`src/rvPkg.sv`:
```
`default_nettype none

package rvPkg;

	// data and address width
	localparam int xlen = 32;

	// supported RV32I major opcodes
	localparam logic [6:0] opLoad   = 7'b0000011;
	localparam logic [6:0] opStore  = 7'b0100011;
	localparam logic [6:0] opBranch = 7'b1100011;
	localparam logic [6:0] opJal    = 7'b1101111;
	localparam logic [6:0] opLui    = 7'b0110111;
	localparam logic [6:0] opImm    = 7'b0010011;
	localparam logic [6:0] opReg    = 7'b0110011;

	// data RAM geometry, in words
	localparam int ramWords    = 256;
	localparam int ramAddrBits = 8;

	typedef enum logic [3:0] {
		aluAdd   = 4'd0,
		aluSub   = 4'd1,
		aluAnd   = 4'd2,
		aluOr    = 4'd3,
		aluXor   = 4'd4,
		aluSlt   = 4'd5,
		aluSll   = 4'd6,
		aluSrl   = 4'd7,
		aluPassB = 4'd8
	} aluOp_t;

	// decoded control, one per instruction
	typedef struct packed {
		logic   regWrite;
		logic   memRead;
		logic   memWrite;
		logic   branch;
		logic   branchNe;
		logic   jump;
		logic   aluSrcImm;
		aluOp_t aluOp;
		logic   legal;
	} ctrl_t;

endpackage

`default_nettype wire

```
`src/regFile.sv`:
```
`default_nettype none
`timescale 1ns/1ps

module regFile (
	input  logic                   clk,
	input  logic                   rst,
	input  logic                   we,
	input  logic [4:0]             rs1,
	input  logic [4:0]             rs2,
	input  logic [4:0]             rd,
	input  logic [rvPkg::xlen-1:0] wdata,
	output logic [rvPkg::xlen-1:0] rdata1,
	output logic [rvPkg::xlen-1:0] rdata2
);
	import rvPkg::*;

	// x0 has no storage
	logic [xlen-1:0] regs [1:31];

	assign rdata1 = (rs1 == 5'd0) ? '0 : regs[rs1];
	assign rdata2 = (rs2 == 5'd0) ? '0 : regs[rs2];

	always_ff @(posedge clk) begin
		if (rst) begin
			for (int i = 1; i < 32; i++) begin
				regs[i] <= '0;
			end
		end else if (we && rd != 5'd0) begin
			regs[rd] <= wdata;
		end
	end

endmodule

`default_nettype wire

```
`config.mk`:
```
export PLATFORM = sky130hd
export DESIGN_NAME = regFile
export DESIGN_NICKNAME = d
export VERILOG_FILES = /design/src/rvPkg.sv /design/src/regFile.sv
export SDC_FILE = /design/constraint.sdc
export NUM_CORES = 2
export LEC_CHECK = 0
export BUFFER_PORTS_ARGS = -buffer_cell sky130_fd_sc_hd__buf_2
export CAP_MARGIN = 20
export CORE_UTILIZATION = 64
export DETAILED_ROUTE_END_ITERATION = 8
export GPL_TIMING_DRIVEN = 0
export PLACE_DENSITY_LB_ADDON = 0.08
export SYNTH_ARGS = -nofsm -noshare
export SYNTH_HDL_FRONTEND = slang
export SYNTH_SLANG_ARGS = --single-unit
```
`constraint.sdc`:
```
create_clock -name clk -period 3.6 [get_ports clk]
set_input_delay 0.72 -clock clk [delete_from_list [all_inputs] [get_ports clk]]
set_output_delay 0.72 -clock clk [all_outputs]
set_load 0.1 [all_outputs]
```
### After elaboration in Yosys (flattened, before gate mapping)

Memory sizes are Yosys's and may differ from the RTL's.
Index checks and enable logic that the tools add are counted.

* latch bits: 0
* memories: 1
* flip-flop bits (word level): 0
* RAM bits: 992
* word-level logic and storage cells: 16
* input bits: 50
* bits in read-only memories: 0

* add/sub/neg operators: 0
* order comparisons: 0
* bitwise gates (word level): 0
* divide/modulo/power cells: 0
* reduce and logical (&&, ||, !) cells: 5
* multiplexer cells: 10
* shifts and indexed selects: 0
* multiply operators: 0
* equal/unequal tests: 0

Memories
* regs: words 31, width 32, rd ports 2, clocked after memory_dff 0, wr ports 31, RTL line regFile.sv:18 `logic [xlen-1:0] regs [1:31];`

Operator list (count)
* $mux W32: 3
* $reduce_or A32 Y1: 1
* $logic_not A5 Y1: 2
* $mux W1: 6
* $mux W5: 1
* $reduce_bool A5 Y1: 1
* $logic_and A1 B1 Y1: 1

### Depth between registers and ports, before layout

* depth after elaboration: 7
* gate-level depth with buffers: 9
* mapped depth without buffers: 4

### Worst setup path after synthesis

No wires, ideal clock.

* kind: input port to output port
* from: input rs2[0]
* to: output rdata2[30] (netlist bit)
* path slack: -3.407 ns
* path buffers: 3
* arrival time: 6.287 ns
* stages on the path: 6
* cell sequence: buf_2 -> buf_6 -> buf_4 -> mux4_2 -> mux2i_1 -> a2111oi_0

* longest elaborated chain between the ends: 2
* elaborated cells on any way between the ends: 3
* those cells by class: mux: 1; reduce/logical: 1; memory: 1

RTL lines
* start: declaration: RTL line regFile.sv:9 `input logic [4:0] rs2,`
* $mem_v2 Z31 W32 or $logic_not A5 Y1 (tied branches)
* $mux W32 (*): RTL line regFile.sv:21 `assign rdata2 = (rs2 == 5'd0) ? '0 : regs[rs2];`
* end: declaration: RTL line regFile.sv:13 `output logic [rvPkg::xlen-1:0] rdata2`

Every way passes the cells marked *; elsewhere a longest branch is shown, timed or not.

### Final worst setup path

* from: input rs2[1]
* to: output rdata2[11] (netlist bit)

The elaborated chain is that of the path after synthesis.

==> run_results.csv <==
group,metric,value,unit
detailed_routing,avgRoutedWirePerCell,41.81,microns
setup_path,crit_path_top_delay_cell,"clkbuf_2",
sta,rsz0062_at_grt,"true",
logic_synthesis,synth_top_family_by_area,"multiplexers",
sta,setup_viol,38,
detailed_routing,wl,211.3,mm
setup_path,path_class,"primary input to output port",
setup_path,cp_num_buf_inv,3,
global_routing,grt_overflow_total,0,
global_routing,antenna_found_initial,12,
global_routing,grt.busiest_layer,"met2",
sta,worstMarginPinSlew,1.237,ns
global_routing,met2_usage,0.7035,
logic_synthesis,avgSynthCellArea,15.49,sq um
status,status,"finished, violations left",
power,ir_drop,429.2,uV
logic_synthesis,synth_xor_area_frac,0,
setup_path,startpoint,"rs2[1]",
setup_path,cp.arrival,3.00,ns
setup_path,critPathLaunchType,"primary input",
logic_synthesis,synth.distinct_cells,43,
global_routing,track_usage,0.4942,
detailed_routing,vias,38610,
detailed_routing,drt_iter0_markers,6848,
cts,h-tree-depth,3,
finish,largest_register,"regs",
finish,finalNonFillerCells,5054,
sta,fin_crit,3.722,ns
logic_synthesis,synth_simple_gate_area_frac,0.1333,
floorplanning,die_x,293.1,microns
place,port_buffers,107,
setup_path,cp-endpoint,"rdata2[11]",
sta,slew_violations,0,
sta,fin_ws,-0.1218,ns
detailed_routing,postRouteAntennaNets,0,
logic_synthesis,synth_mux_area_frac,0.2300,
floorplanning,core,0.08369,sq mm
cts,cts_tree,"done",
setup_path,cp_slowest_stage_delay,0.52,ns
cts,hold_buffers,0,
setup_path,crit_fanout,10,
global_routing,grtUsageMet1,0.6122,
finish,drive_gt1_frac,0.3189,
finish,top_regs,"regs: 1024 flops",
finish,fin_nets,3870,
logic_synthesis,ys.flop_type,"edfxtp_1",
logic_synthesis,ys_seq_area_frac,0.5671,
global_routing,grt_start_max_net_pins,33,
place,dp.cells,4791,
hold_path,hold_class,"primary input to register",
logic_synthesis,synth_edf_count,1024,
floorplanning,die_y,293.1,microns
setup_path,cp.depth,7,
status,violations,"negative setup slack",
finish,largest_reg_flops,1024,
global_routing,grt_pass1_vias,37910,
cts,cts_buffers,106,
cts,clock-sinks,1024,
cts,cts_root_buffer,"clkbuf_16",
setup_path,path_delay_family,"buffers and inverters",
finish,area_growth,19.02,%
logic_synthesis,synth_warnings,0,
detailed_routing,drc,0,
setup_path,crit_path_end_kind,"output port",
setup_path,path_cells,"buf_4 > and2_4 > clkbuf_2 > a22o_1 > a2111oi_4 > nor3_4 > buf_12",
place,hpwl,140.9,mm
logic_synthesis,syn_area,0.05423,sq mm
place,gp_congestion,1.022,
sta,period_share,1.034,
floorplanning,initial_core_util,0.6480,
finish,nFillCells,4719,
global_routing,grtUsageMet3,0.1961,
cts,clockBufferDepth,3,
logic_synthesis,synthArstFlopShare,0,
global_routing,grt_pass1_wl,285.7,mm
power,leakage,22.34,nW
run,cap_viol_max_count,0,
sta,hold_violations,0,
logic_synthesis,synth_seq_cells,1024,
sta,fmax,268.7,MHz
detailed_routing,vias_per_cell,7.639,
floorplanning,rows,106,
power,power.density,474.4,mW/mm^2
setup_path,cp.required,2.88,ns
floorplanning,die_area,0.08590,sq mm
logic_synthesis,synth_compound_area_frac,0.03653,
finish,final_core_util,0.7712,
detailed_routing,drt-pass1-iter-count,9,
sta,slew_headroom,0.1755,
logic_synthesis,synthCells,3500,
floorplanning,io_pins,114,
logic_synthesis,synthAdderAreaFrac,0,
cts,clk_pin_slew,0.06,ns
## kinds of logic (layout without fill, tap and decap cells)
logic type,count (synthesis),count (layout)
and+or+nand+nor,1178,1178
other,1,42
muxes,652,652
AOI/OAI and AO/OA,259,259
DFF,1024,1024
buffers and inverters,386,765
## through the flow
stage / worst slack (ns) / hold WS, ns / instance area (sq um) / setup TNS, ns / total power [mW]
global placement: -2.059 / 0.9582 / 56990 / -85.87 / 18.77
floorplan: -0.6258 / 0.8189 / 55030 / -4.209 / 17.29
CTS: -0.06992 / 0.2623 / 63560 / -0.9234 / 30.03
finish: -0.1218 / 0.2753 / 64540 / -1.263 / 30.62
global route: -0.06268 / 0.2737 / 64520 / -0.2664 / 30.87
detailed placement: -2.009 / 0.9593 / 57280 / -78.33 / 18.93
## timing repair
item,in CTS,in global routing
setup buffers,23,19
pin swaps,29,23
endpoints found under the setup margin,64,64
gates resized for setup,590,125
cloned,5,3
## cell usage after synthesis (16+ instances only)
cell type,instances,area share
a22oi_1,16,0.0022
mux2i_1,150,0.028
mux2_2,30,0.0062
nor3_1,54,0.0050
a22o_1,51,0.0082
buf_2,51,0.0047
edfxtp_1,1024,0.57
buf_4,37,0.0051
nor2_1,36,0.0025
and2_1,995,0.11
buf_6,19,0.0039
o22ai_1,103,0.012
a2111oi_1,41,0.0076
mux4_2,472,0.20
or2_2,31,0.0036
clkbuf_1,264,0.018
## worst min-delay path by stage
stage                   from                   end  slack (ns)  cells past startpoint
floorplan           wdata[0]  regs[0][0]$_DFFE_PP_        0.82                      0
global placement    wdata[0]  regs[0][0]$_DFFE_PP_        0.96                      1
detailed placement  wdata[0]  regs[0][0]$_DFFE_PP_        0.96                      1
CTS                 wdata[0]  regs[0][0]$_DFFE_PP_        0.26                      1
global route        wdata[0]  regs[0][0]$_DFFE_PP_        0.27                      1
finish              wdata[0]  regs[0][0]$_DFFE_PP_        0.28                      1
## routing by layer
layer	wire length (microns)	vias to the layer above	part of all wire
li1	-	14260	-
met1	65150	19230	0.31
met2	91130	4097	0.43
met3	35410	1009	0.17
met4	19530	8	0.092
met5	84	-	0.00040
## report_power, final
part           switching, mW  total [mW]  internal, mW
sequential             0.384        14.2          13.8
combinational           3.49        5.51          2.02
clock                   4.87        10.9          6.07
total                   8.75        30.6          21.9
## cells in the final DEF (no fill, tap or decap), types with 31 or more instances in the layout
cell type and n:
a22o_1 47, o22ai_2 35, and2_1 994, clkbuf_16 110
edfxtp_1 1024, buf_4 89, buf_8 34, or2_2 31
o22ai_1 51, mux2i_1 140, buf_6 40, buf_12 59
buf_2 56, a2111oi_4 43, clkbuf_1 221, nor3_4 50
mux4_2 472, conb_1 32, nor2_1 34
## area by class of cell
class / instances / area, sq um / area share
Antenna cell: 10 / 25.02 / 0.0003877
Buffer: 376 / 2943 / 0.04560
Clock buffer: 133 / 2796 / 0.04333
Clock inverter: 65 / 554.3 / 0.008588
Inverter: 2 / 7.507 / 0.0001163
Multi-Input combinational cell: 2121 / 23920 / 0.3707
Sequential cell: 1024 / 30750 / 0.4764
Tap cell: 1134 / 1419 / 0.02198
Timing Repair Buffer: 189 / 2123 / 0.03290
Note: power is estimated with default switching activity, not from simulation.
