File: src/rvPkg.sv
`default_nettype none

package rvPkg;

	// data and address width
	localparam int xlen = 32;

	// supported RV32I major opcodes
	localparam logic [6:0] opLoad   = 7'b0000011;
	localparam logic [6:0] opStore  = 7'b0100011;
	localparam logic [6:0] opBranch = 7'b1100011;
	localparam logic [6:0] opJal    = 7'b1101111;
	localparam logic [6:0] opLui    = 7'b0110111;
	localparam logic [6:0] opImm    = 7'b0010011;
	localparam logic [6:0] opReg    = 7'b0110011;

	// data RAM geometry, in words
	localparam int ramWords    = 256;
	localparam int ramAddrBits = 8;

	typedef enum logic [3:0] {
		aluAdd   = 4'd0,
		aluSub   = 4'd1,
		aluAnd   = 4'd2,
		aluOr    = 4'd3,
		aluXor   = 4'd4,
		aluSlt   = 4'd5,
		aluSll   = 4'd6,
		aluSrl   = 4'd7,
		aluPassB = 4'd8
	} aluOp_t;

	// decoded control, one per instruction
	typedef struct packed {
		logic   regWrite;
		logic   memRead;
		logic   memWrite;
		logic   branch;
		logic   branchNe;
		logic   jump;
		logic   aluSrcImm;
		aluOp_t aluOp;
		logic   legal;
	} ctrl_t;

endpackage

`default_nettype wire

File: src/instDecoder.sv
`default_nettype none
`timescale 1ns/1ps

module instDecoder (
	input  logic [rvPkg::xlen-1:0] inst,
	output rvPkg::ctrl_t           ctrl,
	output logic [rvPkg::xlen-1:0] imm
);
	import rvPkg::*;

	logic [6:0]      opcode;
	logic [2:0]      funct3;
	logic [6:0]      funct7;
	logic [xlen-1:0] immI;
	logic [xlen-1:0] immS;
	logic [xlen-1:0] immB;
	logic [xlen-1:0] immU;
	logic [xlen-1:0] immJ;
	logic            okReg;
	logic            okImm;

	assign opcode = inst[6:0];
	assign funct3 = inst[14:12];
	assign funct7 = inst[31:25];

	assign immI = {{20{inst[31]}}, inst[31:20]};
	assign immS = {{20{inst[31]}}, inst[31:25], inst[11:7]};
	assign immB = {{19{inst[31]}}, inst[31], inst[7], inst[30:25], inst[11:8], 1'b0};
	assign immU = {inst[31:12], 12'b0};
	assign immJ = {{11{inst[31]}}, inst[31], inst[19:12], inst[20], inst[30:21], 1'b0};

	// only sub carries a nonzero funct7
	assign okReg = (funct3 != 3'b011) &&
		((funct7 == 7'b0000000) || (funct7 == 7'b0100000 && funct3 == 3'b000));
	assign okImm = (funct3 == 3'b000) || (funct3 == 3'b010) || (funct3 == 3'b100) ||
		(funct3 == 3'b110) || (funct3 == 3'b111);

	always_comb begin
		ctrl = '0;
		ctrl.aluOp = aluAdd;
		imm = '0;
		case (opcode)
			opReg: begin
				case (funct3)
					3'b000: ctrl.aluOp = funct7[5] ? aluSub : aluAdd;
					3'b001: ctrl.aluOp = aluSll;
					3'b010: ctrl.aluOp = aluSlt;
					3'b100: ctrl.aluOp = aluXor;
					3'b101: ctrl.aluOp = aluSrl;
					3'b110: ctrl.aluOp = aluOr;
					default: ctrl.aluOp = aluAnd;
				endcase
				ctrl.regWrite = okReg;
				ctrl.legal = okReg;
			end
			opImm: begin
				case (funct3)
					3'b010: ctrl.aluOp = aluSlt;
					3'b100: ctrl.aluOp = aluXor;
					3'b110: ctrl.aluOp = aluOr;
					3'b111: ctrl.aluOp = aluAnd;
					default: ctrl.aluOp = aluAdd;
				endcase
				ctrl.aluSrcImm = 1'b1;
				ctrl.regWrite = okImm;
				ctrl.legal = okImm;
				imm = immI;
			end
			opLui: begin
				ctrl.aluOp = aluPassB;
				ctrl.aluSrcImm = 1'b1;
				ctrl.regWrite = 1'b1;
				ctrl.legal = 1'b1;
				imm = immU;
			end
			// word accesses only
			opLoad: begin
				ctrl.aluSrcImm = 1'b1;
				ctrl.memRead = (funct3 == 3'b010);
				ctrl.regWrite = (funct3 == 3'b010);
				ctrl.legal = (funct3 == 3'b010);
				imm = immI;
			end
			opStore: begin
				ctrl.aluSrcImm = 1'b1;
				ctrl.memWrite = (funct3 == 3'b010);
				ctrl.legal = (funct3 == 3'b010);
				imm = immS;
			end
			opBranch: begin
				ctrl.branch = (funct3[2:1] == 2'b00);
				ctrl.branchNe = funct3[0];
				ctrl.legal = (funct3[2:1] == 2'b00);
				imm = immB;
			end
			opJal: begin
				ctrl.jump = 1'b1;
				ctrl.regWrite = 1'b1;
				ctrl.legal = 1'b1;
				imm = immJ;
			end
			default: ctrl.legal = 1'b0;
		endcase
	end

endmodule

`default_nettype wire

File: config.mk
export PLATFORM = sky130hd
export DESIGN_NAME = instDecoder
export DESIGN_NICKNAME = d
export VERILOG_FILES = /design/src/rvPkg.sv /design/src/instDecoder.sv
export SDC_FILE = /design/constraint.sdc
export NUM_CORES = 1
export LEC_CHECK = 0
export ABC_CLOCK_PERIOD_IN_PS = 1400
export BUFFER_PORTS_ARGS = -buffer_cell sky130_fd_sc_hd__buf_4
export CAP_MARGIN = 5
export CORE_UTILIZATION = 37
export DETAILED_ROUTE_END_ITERATION = 8
export MAX_ROUTING_LAYER = met4
export PLACE_DENSITY = 0.9
export SYNTH_ARGS = -nofsm -noshare
export SYNTH_HDL_FRONTEND = slang
export SYNTH_SLANG_ARGS = --single-unit
File: constraint.sdc
create_clock -name vclk -period 1.4
set_input_delay 0.14 -clock vclk [all_inputs]
set_output_delay 0.14 -clock vclk [all_outputs]
set_load 0.05 [all_outputs]
==> results of run 1 <==
per-stage QoR:
| step | setup slack, ps | utilization (%) | hold WS (ps) | instance area [sq um] | cells |
|---|---|---|---|---|---|
| 3_3_place_gp | -211 | 98.2 | 637 | 1750 | 225 |
| 3_5_place_dp | -299 | 98.2 | 637 | 1750 | 225 |
| 2_1_floorplan | -168 | - | 350 | 946 | 100 |
kinds of logic after synthesis:
logic type,share of synthesized area [%]
multiplexers,1.57
AND/OR/NAND/NOR,41.4
buffers and inverters,8.70
XOR/XNOR,1.22
AO/OA/AOI/OAI,47.1
==> results.md, run 1 <==
- Port buffer count: 76
- I/O pin count: 76
- Top-area cell type share of the netlist area: 20.9%
- Dpl hpwl: 3590 um
- Status: did not finish
- Initial Utilization: 40.4%
- Cell taking the most area after synthesis: a21o_1
- Die height: 46.1 um
- Synth cell count leaders: 20 x a21o_1, 7 x nand2_1, 6 x and2_1, 6 x nor2_1
- Site Rows: 15
- Synth area leaders: a21o_1 21%, and2_1 5.2%, a22o_1 4.9%
- Die X: 46.1 um
- Sequential area share after synthesis: 0%
- Post-CTS Setup Inserts: 8
- Yosys warns: 0
- First Err: [ERROR DPL-0038] Utilization greater than 100%, impossible to legalize
- Post-synthesis cell type count: 42
- Synthesized area: 719 sq um
- Cells after Synth: 100
- Syn Nets: 132
- Step where the flow halted: clock tree synthesis (4_1_cts)
- Top-count cell post-synth: a21o_1
- Placer congestion estimate: 0.832
- Cts hold-fix bufs: 0
- Post-CTS sizing: 133
- Syn avg cell area: 7.19 sq um
==> run 2: changes to the inputs <==
- CORE_AREA: default -> 2 2 63 65
- CORE_UTILIZATION: 37 -> default
- DIE_AREA: default -> 0 0 65 67
- MAX_ROUTING_LAYER: met4 -> default
- PLACE_DENSITY: 0.9 -> default
- PLACE_DENSITY_LB_ADDON: default -> 0.15
==> results.md, run 2 <==
- Rel. slew slack: 78.1%
- Commonest non-fill, non-tap cells in the layout: 51 x buf_4, 40 x buf_6, 24 x buf_8, 19 x a21o_4, 7 x and2_4
- Top-count cell post-synth: a21o_1
- Seq_cells: 0
- Vias per inst: 4.81
- Pin count of the biggest net entering global routing: 13
- Most common cell after layout, fill and taps aside: buf_4
- Share of cells above drive strength 1: 87.6%
- Synth Area in Simple Gates: 41.4%
- Crit path max fanout: 2
- Dpl hpwl: 2660 um
- Die X: 65 um
- Synth cell count leaders: 20 x a21o_1, 7 x nand2_1, 6 x and2_1, 6 x nor2_1
- XOR/XNOR share of the synthesized area: 1.22%
- Number of inserted diodes: 0
- Crit. End Element: primary output
- Slowest CP cell: or4_4
- Synth Area in Compound Gates: 47.1%
- Post-route DRC: 0
- # setup viols final: 32
- Area grow syn2layout: 228%
- Drt pass-1 iters: 4
- Largest family of logic cells by synthesized area: compound AO/OA/AOI/OAI gates
- Initial antenna violation count: 0
- RSZ-0062 raised after global routing: true
- Sequential area share after synthesis: 0%
- Tmin final: 1560 ps
- Via count: 1237
- Maximum clock rate: 0.641 GHz
- Site Rows: 22
- Sequential standard cell area: 0 sq um
- Core Footprint: 0.00361 sq mm
- HP Start: inst[16]
- Maximum capacitance violations: 0
- CP startpoint kind: input pin
- Mux contribution to synthesized area: 1.57%
- Placer congestion estimate: 0.764
- Cell taking the most area after synthesis: a21o_1
- Initial Utilization: 20.0%
- Status: finished, violations left
- Slew Viols, Final: 0
- Violated checks: setup timing
- Pwr/cell area: 188 mW/mm^2
- Cts hold-fix bufs: 0
- Final global-route overflow total: 0
- Syn Nets: 132
- Port buffer count: 76
- Top cell by count, worst path: buf_6
- Global-route wire length before repair: 5890 um
- Synthesized area: 719 sq um
- Die height: 67 um
- Drt first-iter violations: 29
- Setup WS post-layout: -159 ps
- I/O pin count: 76
- Clkbuf count: 0
- Largest incremental delay on the critical path: 540 ps
- Worst hold path class: input pin to primary output
- Tot GR Track Use: 16.7%
- Worst Setup SP: inst[26]
- Number of global-route vias before repair: 1286
- Total wire length: 3850 um
- Final period util: 111%
- Cells after Synth: 100
- Routed WL per cell: 15.0 um
- Required time of the critical path: 1260 ps
- Total power: 443 uW
- Final Hold Fails: 0
- Post-synthesis cell type count: 42
- Antenna-violating nets left: 0
- Adder-cell share of the synthesized area: 0%
- Worst slew pin tran: 324 ps
- Syn avg cell area: 7.19 sq um
- Worst Hold Slack: 606 ps
- Top-area cell type share of the netlist area: 20.9%
- Synth area leaders: a21o_1 21%, and2_1 5.2%, a22o_1 4.9%
- Leak: 0.00108 uW
- Nets: 243
- Final setup TNS: -3210 ps
- Peak VDD IR: 0.107 mV
- Cell Chain, Critical Path: buf_6 > or4_4 > nor4_4 > a31oi_1 > nand3b_1 > buf_6
- Die area: 0.00436 sq mm
- Kind of critical path: input pin to primary output
- Crit path DAT: 1420 ps
- Yosys warns: 0
==> run 2: cell counts after synthesis <==
No cell type changed its count.
==> run 2: timing repair <==
action,CTS,global route
resized for setup,118,16
pin swaps,30,12
endpoints found under the setup margin,40,41
setup buffers,2,6
==> run 2: cell type report <==
| class | count | area, sq um |
|---|---|---|
| Tap cell | 48 | 60.1 |
| Timing Repair Buffer | 117 | 1230 |
| Inverter | 3 | 13.8 |
| Multi-Input combinational cell | 89 | 1050 |
| Fill cell | 273 | 1250 |
==> run 2: worst paths after layout <==
kind       to  cells after the start
min   imm[16]                      3
max   ctrl[0]                      6
==> run 2: cell families (layout without fill, tap and decap cells) <==
group	count (synthesis)	count (layout)
AO/OA/AOI/OAI	42	42
XOR/XNOR	1	1
buffers and inverters	11	120
multiplexers	1	1
AND/OR/NAND/NOR	45	45
==> run 2: critical path, delay by kind of cell <==
kind,cells,cell delay [ps]
buffers and inverters,2,250
and+or+nand+nor,3,910
AOI/OAI and AO/OA,1,120
==> run 2: where the power goes <==
part | switching (uW) | internal (uW) | leakage (uW) | total (uW)
clock network | 0 | 0 | 0 | 0
registers | 0 | 0 | 0 | 0
logic | 221 | 222 | 0.00108 | 443
==> run 2: routing by layer <==
metal | vias up | wire length [um] | global-route usage [%]
li1 | 601 | - | -
met3 | 2 | 243 | 2.36
met2 | 51 | 2040 | 31.8
met1 | 583 | 1560 | 20.5
met4 | 0 | 14 | 0.798
met5 | - | 0 | 0
==> run 2: metrics by stage <==
stage / util, % / instances / worst slack [ps] / area (sq um)
floorplan: - / 100 / -168 / 946
global placement: 49.1 / 250 / -232 / 1770
detailed placement: 49.1 / 250 / -251 / 1770
CTS: 62.4 / 252 / -209 / 2250
global route: 65.4 / 257 / -266 / 2360
finish: 65.4 / 257 / -159 / 2360
(Power assumes the default switching activity.)
